[config.mk]
export PLATFORM = sky130hd
export DESIGN_NAME = flash_array_top
export DESIGN_NICKNAME = d
export VERILOG_FILES = /design/src/flash_pkg.sv /design/src/flash_bank_if.sv /design/src/flash_axi_front.sv /design/src/flash_read_engine.sv /design/src/flash_rsp_collector.sv /design/src/flash_array_top.sv
export SDC_FILE = /design/constraint.sdc
export NUM_CORES = 1
export LEC_CHECK = 0
export BUFFER_PORTS_ARGS = -buffer_cell sky130_fd_sc_hd__buf_2
export CAP_MARGIN = 20
export CORE_MARGIN = 1
export CORE_UTILIZATION = 40
export CTS_BUF_LIST = sky130_fd_sc_hd__clkbuf_8
export DETAILED_ROUTE_END_ITERATION = 6
export HOLD_SLACK_MARGIN = 0.02
export PLACE_DENSITY = 0.65
export SETUP_SLACK_MARGIN = 0.02
export SYNTH_ARGS = -nofsm -noshare
export SYNTH_HDL_FRONTEND = slang
export SYNTH_SLANG_ARGS = --single-unit
[constraint.sdc]
create_clock -name clk -period 4.2 [get_ports clk]
set_input_delay 0 -clock clk [delete_from_list [all_inputs] [get_ports clk]]
set_output_delay 0 -clock clk [all_outputs]
set_load 0.05 [all_outputs]
[src/flash_pkg.sv]
package flash_pkg;

	localparam int NUM_BANKS = 4;
	localparam int BANK_W = 2;
	localparam int WORD_ADDR_W = 22; // Address bits 22:1
	localparam int FLASH_ADDR_W = 23;
	localparam int DATA_W = 16;

	localparam int AXI_ADDR_W = 32;
	localparam int AXI_DATA_W = 32;

	// Address map
	localparam int BANK_LSB = 23;
	localparam int CFG_BIT = 31; // Set selects register space

	localparam int WAIT_W = 9;
	localparam logic [WAIT_W-1:0] WAIT_RESET = 9'd3;

	localparam int ORDER_DEPTH = 4;
	localparam int ORDER_PTR_W = $clog2(ORDER_DEPTH);

	localparam logic [DATA_W-1:0] CMD_READ_ARRAY = 16'h00ff;

	localparam logic [1:0] RESP_OKAY = 2'b00;
	localparam logic [1:0] RESP_SLVERR = 2'b10;

	// One-hot bit positions of the engine sequence, in order
	localparam int PH_IDLE = 0;
	localparam int PH_CMD = 1;
	localparam int PH_WE = 2;
	localparam int PH_OE = 3;
	localparam int PH_CAP = 4;
	localparam int PH_DONE = 5;
	localparam int PH_RSP = 6;

endpackage

[src/flash_bank_if.sv]
`timescale 1ns/1ns

interface flash_bank_if import flash_pkg::*; ();

	logic req_valid;
	logic req_ready;
	logic [WORD_ADDR_W-1:0] req_addr; // Word address inside the chip

	logic rsp_valid;
	logic rsp_ready;
	logic [DATA_W-1:0] rsp_data;

	modport disp (
		output req_valid, req_addr,
		input req_ready
	);

	modport engine (
		input req_valid, req_addr, rsp_ready,
		output req_ready, rsp_valid, rsp_data
	);

	modport coll (
		input rsp_valid, rsp_data,
		output rsp_ready
	);

endinterface

[src/flash_axi_front.sv]
`timescale 1ns/1ns

module flash_axi_front import flash_pkg::*; (
	input logic clk,
	input logic rst,
	input logic [AXI_ADDR_W-1:0] awaddr,
	input logic awvalid,
	output logic awready,
	input logic [AXI_DATA_W-1:0] wdata,
	input logic [AXI_DATA_W/8-1:0] wstrb,
	input logic wvalid,
	output logic wready,
	output logic [1:0] bresp,
	output logic bvalid,
	input logic bready,
	input logic [AXI_ADDR_W-1:0] araddr,
	input logic arvalid,
	output logic arready,
	output logic [WAIT_W-1:0] wait_cycles,
	flash_bank_if.disp bank [NUM_BANKS],
	output logic order_push,
	output logic [BANK_W-1:0] order_bank,
	output logic order_err,
	input logic order_full
);

	logic ar_cfg;
	logic [BANK_W-1:0] ar_bank;
	logic [WORD_ADDR_W-1:0] ar_word;
	logic [NUM_BANKS-1:0] bank_ready;

	logic aw_held;
	logic w_held;
	logic [AXI_ADDR_W-1:0] aw_addr_q;
	logic [AXI_DATA_W-1:0] w_data_q;
	logic [AXI_DATA_W/8-1:0] w_strb_q;
	logic aw_fire;
	logic w_fire;
	logic wr_go;
	logic [AXI_ADDR_W-1:0] wr_addr;
	logic [AXI_DATA_W-1:0] wr_data;
	logic [AXI_DATA_W/8-1:0] wr_strb;
	logic wr_reg;

	// Bits 0 and 30:25 of the read address are ignored
	assign ar_cfg = araddr[CFG_BIT];
	assign ar_bank = araddr[BANK_LSB +: BANK_W];
	assign ar_word = araddr[WORD_ADDR_W:1];

	assign arready = !order_full && (ar_cfg || bank_ready[ar_bank]);

	assign order_push = arvalid && arready;
	assign order_bank = ar_bank;
	assign order_err = ar_cfg; // Register reads always answer SLVERR

	generate
		for (genvar i = 0; i < NUM_BANKS; i++) begin : g_disp
			assign bank_ready[i] = bank[i].req_ready;
			assign bank[i].req_valid = arvalid && !ar_cfg && !order_full &&
				(ar_bank == BANK_W'(i));
			assign bank[i].req_addr = ar_word;
		end
	endgenerate

	// Write address and data may arrive in either order
	assign awready = !bvalid && !aw_held;
	assign wready = !bvalid && !w_held;
	assign aw_fire = awvalid && awready;
	assign w_fire = wvalid && wready;
	assign wr_go = (aw_fire || aw_held) && (w_fire || w_held);

	assign wr_addr = aw_held ? aw_addr_q : awaddr;
	assign wr_data = w_held ? w_data_q : wdata;
	assign wr_strb = w_held ? w_strb_q : wstrb;
	assign wr_reg = wr_addr[CFG_BIT] && (wr_addr[CFG_BIT-1:2] == '0);

	always_ff @(posedge clk or negedge rst) begin
		if (!rst) begin
			aw_held <= 1'b0;
			w_held <= 1'b0;
			bvalid <= 1'b0;
			bresp <= RESP_OKAY;
			wait_cycles <= WAIT_RESET;
		end else begin
			if (wr_go) begin
				aw_held <= 1'b0;
				w_held <= 1'b0;
				bvalid <= 1'b1;
				bresp <= wr_addr[CFG_BIT] ? RESP_OKAY : RESP_SLVERR;
				if (wr_reg) begin
					for (int b = 0; b < WAIT_W; b++) begin
						if (wr_strb[b/8])
							wait_cycles[b] <= wr_data[b];
					end
				end
			end else begin
				if (aw_fire)
					aw_held <= 1'b1;
				if (w_fire)
					w_held <= 1'b1;
				if (bvalid && bready)
					bvalid <= 1'b0;
			end
		end
	end

	always_ff @(posedge clk) begin
		if (aw_fire)
			aw_addr_q <= awaddr;
		if (w_fire) begin
			w_data_q <= wdata;
			w_strb_q <= wstrb;
		end
	end

endmodule

[src/flash_read_engine.sv]
`timescale 1ns/1ns

module flash_read_engine import flash_pkg::*; (
	input logic clk,
	input logic rst,
	input logic [WAIT_W-1:0] wait_cycles,
	flash_bank_if.engine bus,
	output logic [FLASH_ADDR_W-1:0] flash_addr,
	input logic [DATA_W-1:0] flash_dq_i,
	output logic [DATA_W-1:0] flash_dq_o,
	output logic flash_dq_oe,
	output logic flash_oe_n,
	output logic flash_we_n
);

	logic [PH_RSP:0] state; // One-hot
	logic [WAIT_W-1:0] wait_lat;
	logic [WAIT_W-1:0] cnt;
	logic req_ready;
	logic rsp_valid;
	logic [DATA_W-1:0] rsp_data;
	logic accept;
	logic phase_end;

	assign bus.req_ready = req_ready;
	assign bus.rsp_valid = rsp_valid;
	assign bus.rsp_data = rsp_data;

	assign accept = state[PH_IDLE] && bus.req_valid && req_ready;
	assign phase_end = (cnt == wait_lat);

	// Read-array is the only command ever written
	assign flash_dq_o = CMD_READ_ARRAY;

	always_ff @(posedge clk or negedge rst) begin
		if (!rst) begin
			state <= {{PH_RSP{1'b0}}, 1'b1};
			cnt <= '0;
			req_ready <= 1'b0;
			rsp_valid <= 1'b0;
			flash_dq_oe <= 1'b0;
			flash_oe_n <= 1'b1;
			flash_we_n <= 1'b1;
		end else begin
			if (state[PH_IDLE] || state[PH_RSP] || phase_end)
				cnt <= '0;
			else
				cnt <= cnt + 1'b1;

			case (1'b1)
				state[PH_IDLE]: begin
					if (accept) begin
						req_ready <= 1'b0;
						flash_we_n <= 1'b0; // Command setup
						flash_dq_oe <= 1'b1;
						state <= state << 1;
					end else begin
						req_ready <= 1'b1;
					end
				end
				state[PH_CMD]: begin
					if (phase_end) begin
						flash_we_n <= 1'b1; // Chip latches the command here
						state <= state << 1;
					end
				end
				state[PH_WE]: begin
					if (phase_end) begin
						flash_dq_oe <= 1'b0;
						flash_oe_n <= 1'b0;
						state <= state << 1;
					end
				end
				state[PH_OE], state[PH_CAP]: begin
					if (phase_end)
						state <= state << 1;
				end
				state[PH_DONE]: begin
					if (phase_end) begin
						flash_oe_n <= 1'b1;
						rsp_valid <= 1'b1;
						state <= state << 1;
					end
				end
				state[PH_RSP]: begin
					// Hold the word until the collector takes it
					if (bus.rsp_ready) begin
						rsp_valid <= 1'b0;
						req_ready <= 1'b1;
						state <= {{PH_RSP{1'b0}}, 1'b1};
					end
				end
				default: state <= {{PH_RSP{1'b0}}, 1'b1};
			endcase
		end
	end

	always_ff @(posedge clk) begin
		if (accept) begin
			flash_addr <= {bus.req_addr, 1'b0};
			wait_lat <= wait_cycles; // Sampled once per request
		end
		if (state[PH_CAP] && phase_end)
			rsp_data <= flash_dq_i;
	end

endmodule

[src/flash_rsp_collector.sv]
`timescale 1ns/1ns

module flash_rsp_collector import flash_pkg::*; (
	input logic clk,
	input logic rst,
	input logic order_push,
	input logic [BANK_W-1:0] order_bank,
	input logic order_err,
	output logic order_full,
	flash_bank_if.coll bank [NUM_BANKS],
	output logic [AXI_DATA_W-1:0] rdata,
	output logic [1:0] rresp,
	output logic rvalid,
	input logic rready
);

	logic [BANK_W:0] order_mem [ORDER_DEPTH]; // {err, bank}
	logic [ORDER_PTR_W-1:0] wr_ptr;
	logic [ORDER_PTR_W-1:0] rd_ptr;
	logic [ORDER_PTR_W:0] count;
	logic head_err;
	logic [BANK_W-1:0] head_bank;
	logic slot_free;
	logic take_bank;
	logic take_err;
	logic pop;
	logic [NUM_BANKS-1:0] bank_valid;
	logic [DATA_W-1:0] bank_data [NUM_BANKS];

	assign {head_err, head_bank} = order_mem[rd_ptr];
	assign slot_free = !rvalid || rready;
	assign take_bank = (count != '0) && !head_err && slot_free;
	assign take_err = (count != '0) && head_err && slot_free;
	assign pop = take_err || (take_bank && bank_valid[head_bank]);
	assign order_full = (count == (ORDER_PTR_W + 1)'(ORDER_DEPTH));

	// Only the head bank sees ready, so replies stay in request order
	generate
		for (genvar i = 0; i < NUM_BANKS; i++) begin : g_bank
			assign bank_valid[i] = bank[i].rsp_valid;
			assign bank_data[i] = bank[i].rsp_data;
			assign bank[i].rsp_ready = take_bank && (head_bank == BANK_W'(i));
		end
	endgenerate

	always_ff @(posedge clk or negedge rst) begin
		if (!rst) begin
			wr_ptr <= '0;
			rd_ptr <= '0;
			count <= '0;
			rvalid <= 1'b0;
		end else begin
			if (order_push)
				wr_ptr <= wr_ptr + 1'b1;
			if (pop)
				rd_ptr <= rd_ptr + 1'b1;
			if (order_push && !pop)
				count <= count + 1'b1;
			else if (!order_push && pop)
				count <= count - 1'b1;

			if (pop)
				rvalid <= 1'b1;
			else if (rready)
				rvalid <= 1'b0;
		end
	end

	always_ff @(posedge clk) begin
		if (order_push)
			order_mem[wr_ptr] <= {order_err, order_bank};
		if (pop) begin
			rdata <= take_err ? '0 : AXI_DATA_W'(bank_data[head_bank]);
			rresp <= take_err ? RESP_SLVERR : RESP_OKAY;
		end
	end

endmodule

[src/flash_array_top.sv]
`timescale 1ns/1ns

module flash_array_top import flash_pkg::*; (
	input logic clk,
	input logic rst,
	input logic [AXI_ADDR_W-1:0] awaddr,
	input logic awvalid,
	output logic awready,
	input logic [AXI_DATA_W-1:0] wdata,
	input logic [AXI_DATA_W/8-1:0] wstrb,
	input logic wvalid,
	output logic wready,
	output logic [1:0] bresp,
	output logic bvalid,
	input logic bready,
	input logic [AXI_ADDR_W-1:0] araddr,
	input logic arvalid,
	output logic arready,
	output logic [AXI_DATA_W-1:0] rdata,
	output logic [1:0] rresp,
	output logic rvalid,
	input logic rready,
	output logic [NUM_BANKS-1:0][FLASH_ADDR_W-1:0] flash_addr,
	input logic [NUM_BANKS-1:0][DATA_W-1:0] flash_dq_i,
	output logic [NUM_BANKS-1:0][DATA_W-1:0] flash_dq_o,
	output logic [NUM_BANKS-1:0] flash_dq_oe,
	output logic [NUM_BANKS-1:0] flash_oe_n,
	output logic [NUM_BANKS-1:0] flash_we_n
);

	logic [WAIT_W-1:0] wait_cycles;
	logic order_push;
	logic [BANK_W-1:0] order_bank;
	logic order_err;
	logic order_full;

	flash_bank_if bank_if [NUM_BANKS] ();

	flash_axi_front u_front (
		.clk(clk),
		.rst(rst),
		.awaddr(awaddr),
		.awvalid(awvalid),
		.awready(awready),
		.wdata(wdata),
		.wstrb(wstrb),
		.wvalid(wvalid),
		.wready(wready),
		.bresp(bresp),
		.bvalid(bvalid),
		.bready(bready),
		.araddr(araddr),
		.arvalid(arvalid),
		.arready(arready),
		.wait_cycles(wait_cycles),
		.bank(bank_if),
		.order_push(order_push),
		.order_bank(order_bank),
		.order_err(order_err),
		.order_full(order_full)
	);

	generate
		for (genvar i = 0; i < NUM_BANKS; i++) begin : g_engine
			flash_read_engine u_engine (
				.clk(clk),
				.rst(rst),
				.wait_cycles(wait_cycles),
				.bus(bank_if[i]),
				.flash_addr(flash_addr[i]),
				.flash_dq_i(flash_dq_i[i]),
				.flash_dq_o(flash_dq_o[i]),
				.flash_dq_oe(flash_dq_oe[i]),
				.flash_oe_n(flash_oe_n[i]),
				.flash_we_n(flash_we_n[i])
			);
		end
	endgenerate

	flash_rsp_collector u_collector (
		.clk(clk),
		.rst(rst),
		.order_push(order_push),
		.order_bank(order_bank),
		.order_err(order_err),
		.order_full(order_full),
		.bank(bank_if),
		.rdata(rdata),
		.rresp(rresp),
		.rvalid(rvalid),
		.rready(rready)
	);

endmodule

# Word-level counts from Yosys, hierarchy flattened
# Memories as Yosys holds them, arrays and structs flattened.
# Index checks and enable logic that the tools add are counted.
# classes
order_cmp,3
n_bitwise,17
addsub,8
n_reduce_logical,143
eq_ne,59
mux,168
# ops
op,count
two-way mux 7 bit,48
two-way mux 1 bit,104
nonzero test 2 bit,37
AND reduction 6 bit,8
two-way mux 9 bit,5
!= test 2 bit (second input constant),20
AND reduction 5 bit,8
logical AND 1 bit,38
adder 9 x 1 -> 9 bit (second input constant),4
== test 9 bit,4
!= test 3 bit (second input constant),12
binary-select mux 16 bit (select 2 bit),1
two-way mux 16 bit,2
two-way mux 32 bit,1
AND reduction 4 bit,8
logical NOT 29 bit,1
!= test 7 bit (second input constant),4
AND reduction 7 bit,4
AND reduction 3 bit,6
!= test 2 x 1 -> 1 bit (second input constant),8
NOT 1 bit,16
logical OR 1 bit,13
!= test 3 x 1 -> 1 bit (second input constant),4
logical NOT 1 bit,9
16 further kinds,33
# totals
in_bits,171
elab_cells,475
output_inout_bits,209
reg_bits,371
ram_bits,12
memories,1
# memory_table
name,words,word_bits,rd,rd_ports_with_merged_regs,write_ports,line,rtl
u_collector.order_mem,4,3,1,0,1,flash_rsp_collector.sv:17,logic [BANK_W:0] order_mem [ORDER_DEPTH];

# Logic depth before layout (Yosys ltp)
# An unclocked memory read counts as a cell.
# logic_depth
ltp_word,12
depth_mapped,12
ltp_nobuf,10

# Modules after synthesis
# From an unflattened synthesis, not the netlist that was laid out.
# hier_totals
cells_unflattened,1020
area_unflattened_um2,15312.2
# by_module_without_submodules
module,seq_area_each_um2,cells_each,n_inst,area_per_inst_um2
flash_read_engine,1940.6,164,4,2576.2
flash_axi_front,1559.0,220,1,2849.0
flash_rsp_collector,1071.0,144,1,2158.3

# Worst setup path before layout
# No wires, ideal clock.
# synth_path
kind,flip-flop to flip-flop
startpoint,register u_front.bvalid
endpoint,register u_front.wait_cycles[2]
synth_period_minus_slack_ns,4.120
t_arrival_ns,3.995
slack_ns,0.080
stages_incl_launch_ff,6
setup_time_ns,0.125
t_required_ns,4.075
path_buffers,0
cell_sequence,dfrtp_1 nor3b_1 nand3_1 nor3_1 o211ai_1 mux2_2
# synth_via
elab_chain_cells,6
word_cells_on_any_way,9
classes_between,reduce/logical: 9
# synth_rtl
element,line,rtl
from (decl),flash_axi_front.sv:14,"output logic bvalid,"
from (signal assigned),flash_axi_front.sv:81,bvalid <= 1'b0;
from (signal assigned),flash_axi_front.sv:88,bvalid <= 1'b1;
from (signal assigned),flash_axi_front.sv:102,bvalid <= 1'b0;
logical NOT 1 bit,flash_axi_front.sv:66,assign awready = !bvalid && !aw_held;
logical AND 1 bit,flash_axi_front.sv:66,
logical AND 1 bit,flash_axi_front.sv:68,assign aw_fire = awvalid && awready;
named net u_front.aw_fire,flash_axi_front.sv:37,logic aw_fire;
logical OR 1 bit,flash_axi_front.sv:70,assign wr_go = (aw_fire || aw_held) && (w_fire || w_held);
logical AND 1 bit,flash_axi_front.sv:70,
AND reduction 3 bit (no line),-,
"to (signal, indexed assignment)",flash_axi_front.sv:93,wait_cycles[b] <= wr_data[b];
to (decl),flash_axi_front.sv:19,"output logic [WAIT_W-1:0] wait_cycles,"
# The timed path passes the listed nets, and every way through them passes these cells.
# A chain may end at the register's enable or synchronous reset.

# Worst setup path after layout
# layout_path
startpoint,register u_collector.rd_ptr[0]
endpoint,register u_collector.count[2]
# layout_via
elab_chain_cells,9
word_cells_on_any_way,15
classes_between,mux: 3; reduce/logical: 11; memory: 1
# layout_rtl
element,line,rtl
from (decl),flash_rsp_collector.sv:19,logic [ORDER_PTR_W-1:0] rd_ptr;
from (signal assigned),flash_rsp_collector.sv:56,rd_ptr <= rd_ptr + 1'b1;
memory (4 x 3 bit) *,-,
"parallel branches: the longest is 4 deep, another holds binary-select mux 1 bit (select 2 bit)",-,
logical OR 1 bit *,flash_rsp_collector.sv:34,assign pop = take_err || (take_bank && bank_valid[head_bank]);
logical NOT 1 bit,flash_rsp_collector.sv:57,if (order_push && !pop)
logical AND 1 bit,flash_rsp_collector.sv:57,
two-way mux 3 bit or nonzero test 2 bit (tied branches),-,
to (signal assigned),flash_rsp_collector.sv:58,count <= count + 1'b1;
to (signal assigned),flash_rsp_collector.sv:60,count <= count - 1'b1;
to (decl),flash_rsp_collector.sv:20,logic [ORDER_PTR_W:0] count;
# Every way passes the cells marked *. The select of a mux whose other input is x is not followed.

==> summary.txt <==
Run status
  – Status: complete, no violations

Placed design
  – Placed inst area: 16400 µm²
  – Post-Place Cells: 1684
  – Gpl congestion: around 0.80
  – Dpl hpwl: between 20000 and 25000 µm
  – I/O Buffers: 259

Timing
  – Fin. max-slew vios: 0
  – Slew @ Worst Pin: 1.00 ns
  – Worst Skew: between 0.02 and 0.03 ns
  – Hold slack final: around 0.084 ns
  – Peak Freq: 335 MHz
  – Setup TNS: 0 ns
  – Hold Vio Cnt, Final: 0
  – Final worst-path cycle share: 0.711
  – Max_slew headroom: 0.332
  – RSZ-0062 raised after global routing: false
  – Final Setup Violations: 0
  – Tmin final: around 3 ns

Routing
  – WL final: 33100 µm
  – First DRT Iteration DRCs: 519
  – Post-DRT Antenna Nets: 0
  – 1st-pass router iterations: 5
  – Vias after detailed routing: 9305
  – Via/cell ratio: 4.80
  – # DRC: 0
  – Avg WL per Cell: 17.1 µm

Yosys
  – Area share of the largest cell type after synthesis: 0.521
  – Sequential share of the synthesized area: 0.699
  – Synth area leaders: edfxtp_1 (52%), dfrtp_1 (15%), buf_4 (4.9%), mux4_2 (2.9%), mux2_2 (2.6%)
  – Synth Cell Area: between 10000 and 15000 µm²
  – Primary FF master, synth: edfxtp_1
  – Mapped Avg Cell Area: 15.2 µm²
  – Yosys top cell by area: edfxtp_1
  – Ys async rst share: 0.289
  – Yosys Warn Count: 0
  – Post-synth EDFFs: roughly 260
  – Yosys reg bits: between 300 and 400
  – Synth unique cells: 70
  – Syn Inst Count: between 900 and 1000

Layout
  – Final nets: 1599
  – Inserted Diodes: 0
  – Layout area overhead: 27.3%
  – Post-Layout Cell Count: 1937
  – Register area: 10400 µm²
  – Cell area after layout: roughly 19000 µm²
  – Fill count: 3052
  – Area of the multi-input gates: 3920 µm²
  – Share of cells above drive strength 1: 0.296

Floorplan
  – Core Area: ~37000 µm²
  – Row count: 70
  – Initial core utilization: 0.406
  – Total die area: approximately 38000 µm²
  – Number of top-level design ports: 380
  – Chip height: 195 µm
  – Die span in x: 195 µm

GRT
  – Vias in the first global route: 9594
  – Met3 Usage GRT: 0.0366
  – GRT busiest layer: met2
  – Largest net degree at the start of global routing: 60
  – GRT met2 Usage: 0.296
  – Total congestion overflow: 0
  – Initial antenna violation count: 0
  – First-pass GRT wire length: 52000 µm
  – All-Layer GR Usage: 0.175
  – Met1 track demand over resource: 0.224

Pwr
  – Sw power: 3.77 mW
  – Sequential Power Share: 0.453
  – Tot Pwr: 10.9 mW
  – Switching Share: 0.347
  – Clock power frac: 0.275
  – Internal power: 7.10 mW
  – Pwr/cell area: 574 nW/µm²
  – Pleak: 7.66 nW
  – VDD IR max: between 0.0005 and 0.0006 V
  – Comb power frac: 0.272

Worst setup path
  – CP Launch Type: flop
  – Critical path peak fanout: 9
  – CP arrival: 3.53 ns
  – Setup CP Type: flop to flop
  – Worst reg2reg path endpoint: u_collector.count[2]
  – Critical Path RT: around 4.7 ns
  – R2R Setup Slk: 1.21 ns
  – Crit end category: flop
  – R2R depth: 10
  – Worst reg2reg path startpoint: u_collector.rd_ptr[0]

Clock tree
  – TritonCTS Buffers: 60
  – Setup Buffers After CTS: 0
  – Reg clk slew, reported paths: 0.07 ns
  – Clock buffer depth: 3
  – CTS tree: done
  – PostCTS Resize Cnt: 0
  – Hold Buf Count CTS: 140
  – Clock insertion delay at the later pin of the skew report: 0.64 ns
  – Sink Count: 363
  – Root buffer cell: clkbuf_8
  – H-tree levels: 2

Run
  – Max Cap Viol: 0

Worst hold path
  – Hold path startpoint: wstrb[1]
  – Hold endpoint: u_front.w_strb_q[1]
  – Hold Path Stages: 2
  – Hold WC Path Type: primary input to flop
==> placed cells by master (no fill, tap or decap), types with 9 or more instances in the layout <==
| master | count |
|---|---|
| nor2b_1 | 21 |
| a21oi_1 | 11 |
| inv_1 | 51 |
| dlygate4sd3_1 | 140 |
| xnor2_1 | 43 |
| nor2_1 | 65 |
| buf_2 | 258 |
| edfxtp_1 | 258 |
| nor4_1 | 18 |
| dfstp_2 | 14 |
| nand4_1 | 15 |
| ha_1 | 9 |
| nand2_1 | 24 |
| o21ai_0 | 13 |
| mux4_2 | 19 |
| buf_4 | 13 |
| and2_1 | 10 |
| mux2_2 | 35 |
| conb_1 | 86 |
| clkinv_1 | 9 |
| nor3_1 | 15 |
| clkinv_2 | 9 |
| and3_1 | 11 |
| xor2_1 | 27 |
| clkbuf_8 | 63 |
| nand3_1 | 29 |
| dfrtp_1 | 91 |
==> Yosys cell counts (13+ instances only) <==
cell      count
mux4_2       19
o21ai_0      13
xor2_1       27
inv_1        24
nor2_1       65
nand3_1      29
edfxtp_1    258
nor3_1       17
buf_4        98
xnor2_1      43
nand4_1      15
dfrtp_1      91
nor4_1       20
mux2_2       35
nor2b_1      21
nand2_1      24
dfstp_2      14
==> through the flow <==
| step | utilization | worst slack [ns] |
|---|---|---|
| 3_3_place_gp | 0.447 | 1.24 |
| 3_5_place_dp | 0.447 | 1.18 |
| 5_1_grt | 0.517 | 0.995 |
| 6_report | 0.517 | 1.21 |
| 4_1_cts | 0.517 | 1.16 |
| 2_1_floorplan | - | 0.0804 |
==> registers in the layout (all words and copies together) (netlist names), 4 cells and up <==
register and flops:
g_engine.u_engine.flash_oe_n 4, g_engine.u_engine.wait_lat 36, g_engine.u_engine.bus.req_ready 4, g_engine.u_engine.flash_we_n 4, u_collector.rdata 16, u_front.wait_cycles 9
u_collector.order_mem 12, g_engine.u_engine.flash_dq_oe 4, g_engine.u_engine.flash_addr 88, u_front.aw_addr_q 30, g_engine.u_engine.bus.rsp_data 64, g_engine.u_engine.cnt 36
g_engine.u_engine.state 28, u_front.w_data_q 9, g_engine.u_engine.bus.rsp_valid 4
==> how the worst max path moves through the flow <==
stage	from	to	cells past startpoint
3_5_place_dp	u_collector.rd_ptr[0]	u_collector.count[2]	10
4_1_cts	u_collector.rd_ptr[0]	u_collector.count[2]	10
6_report	u_collector.rd_ptr[0]	u_collector.count[2]	10
3_3_place_gp	u_collector.rd_ptr[0]	u_collector.count[2]	10
2_1_floorplan	u_front.bvalid	u_front.wait_cycles[2]	5
5_1_grt	u_collector.rd_ptr[0]	u_collector.count[2]	10
==> power by group through the flow <==
| stage | Sequential (mW) | Clock [mW] | Combinational, mW |
|---|---|---|---|
| finish | 4.92 | 2.99 | 2.96 |
| global route | 4.99 | 3.22 | 3.18 |
| CTS | 4.91 | 3.08 | 2.96 |
| detailed placement | 4.98 | 0 | 2.84 |
| global placement | 4.96 | 0 | 2.81 |
| floorplan | 5.27 | 0 | 1.96 |
==> logic make-up (layout without fill, tap and decap cells) <==
| group | after synthesis | in the layout | synth area share |
|---|---|---|---|
| flip-flops | 363 | 363 | 0.699 |
| AND/OR/NAND/NOR | 249 | 249 | 0.0892 |
| XOR/XNOR | 70 | 70 | 0.0412 |
| buffers and inverters | 139 | 548 | 0.0609 |
| adder cells (fa/ha/maj) | 10 | 10 | 0.00892 |
| other | 2 | 86 | 0.000505 |
| AO/OA/AOI/OAI | 79 | 79 | 0.0377 |
| multiplexers | 64 | 64 | 0.0629 |
==> cell type report <==
| class | instances | area share |
|---|---|---|
| sequential | 363 | 0.549 |
| multi-input combinational | 558 | 0.207 |
| timing repair buffer | 411 | 0.147 |
| clock buffer | 63 | 0.0458 |
| tap | 468 | 0.0309 |
| clock inverter | 50 | 0.0156 |
| inverter | 24 | 0.00476 |
==> metal layers <==
layer / wire length (µm) / vias to the layer above / part of all wire
met5: 0 / - / 0
met2: 16400 / 293 / 0.49
met4: 719 / 0 / 0.022
met3: 1770 / 51 / 0.053
li1: - / 4345 / -
met1: 14300 / 4616 / 0.43
==> critical path: stages, from the launching register on <==
cell and delay (ns):
dfrtp_1 0.61, mux4_2 0.64, mux2i_1 0.17, o2111ai_1 0.14, nand2_1 0.19, ha_1 0.21
inv_1 0.07, fa_1 0.43, xor2_1 0.17, nor2_1 0.12, xor2_1 0.16
Note: power is estimated with default switching activity, not from simulation.
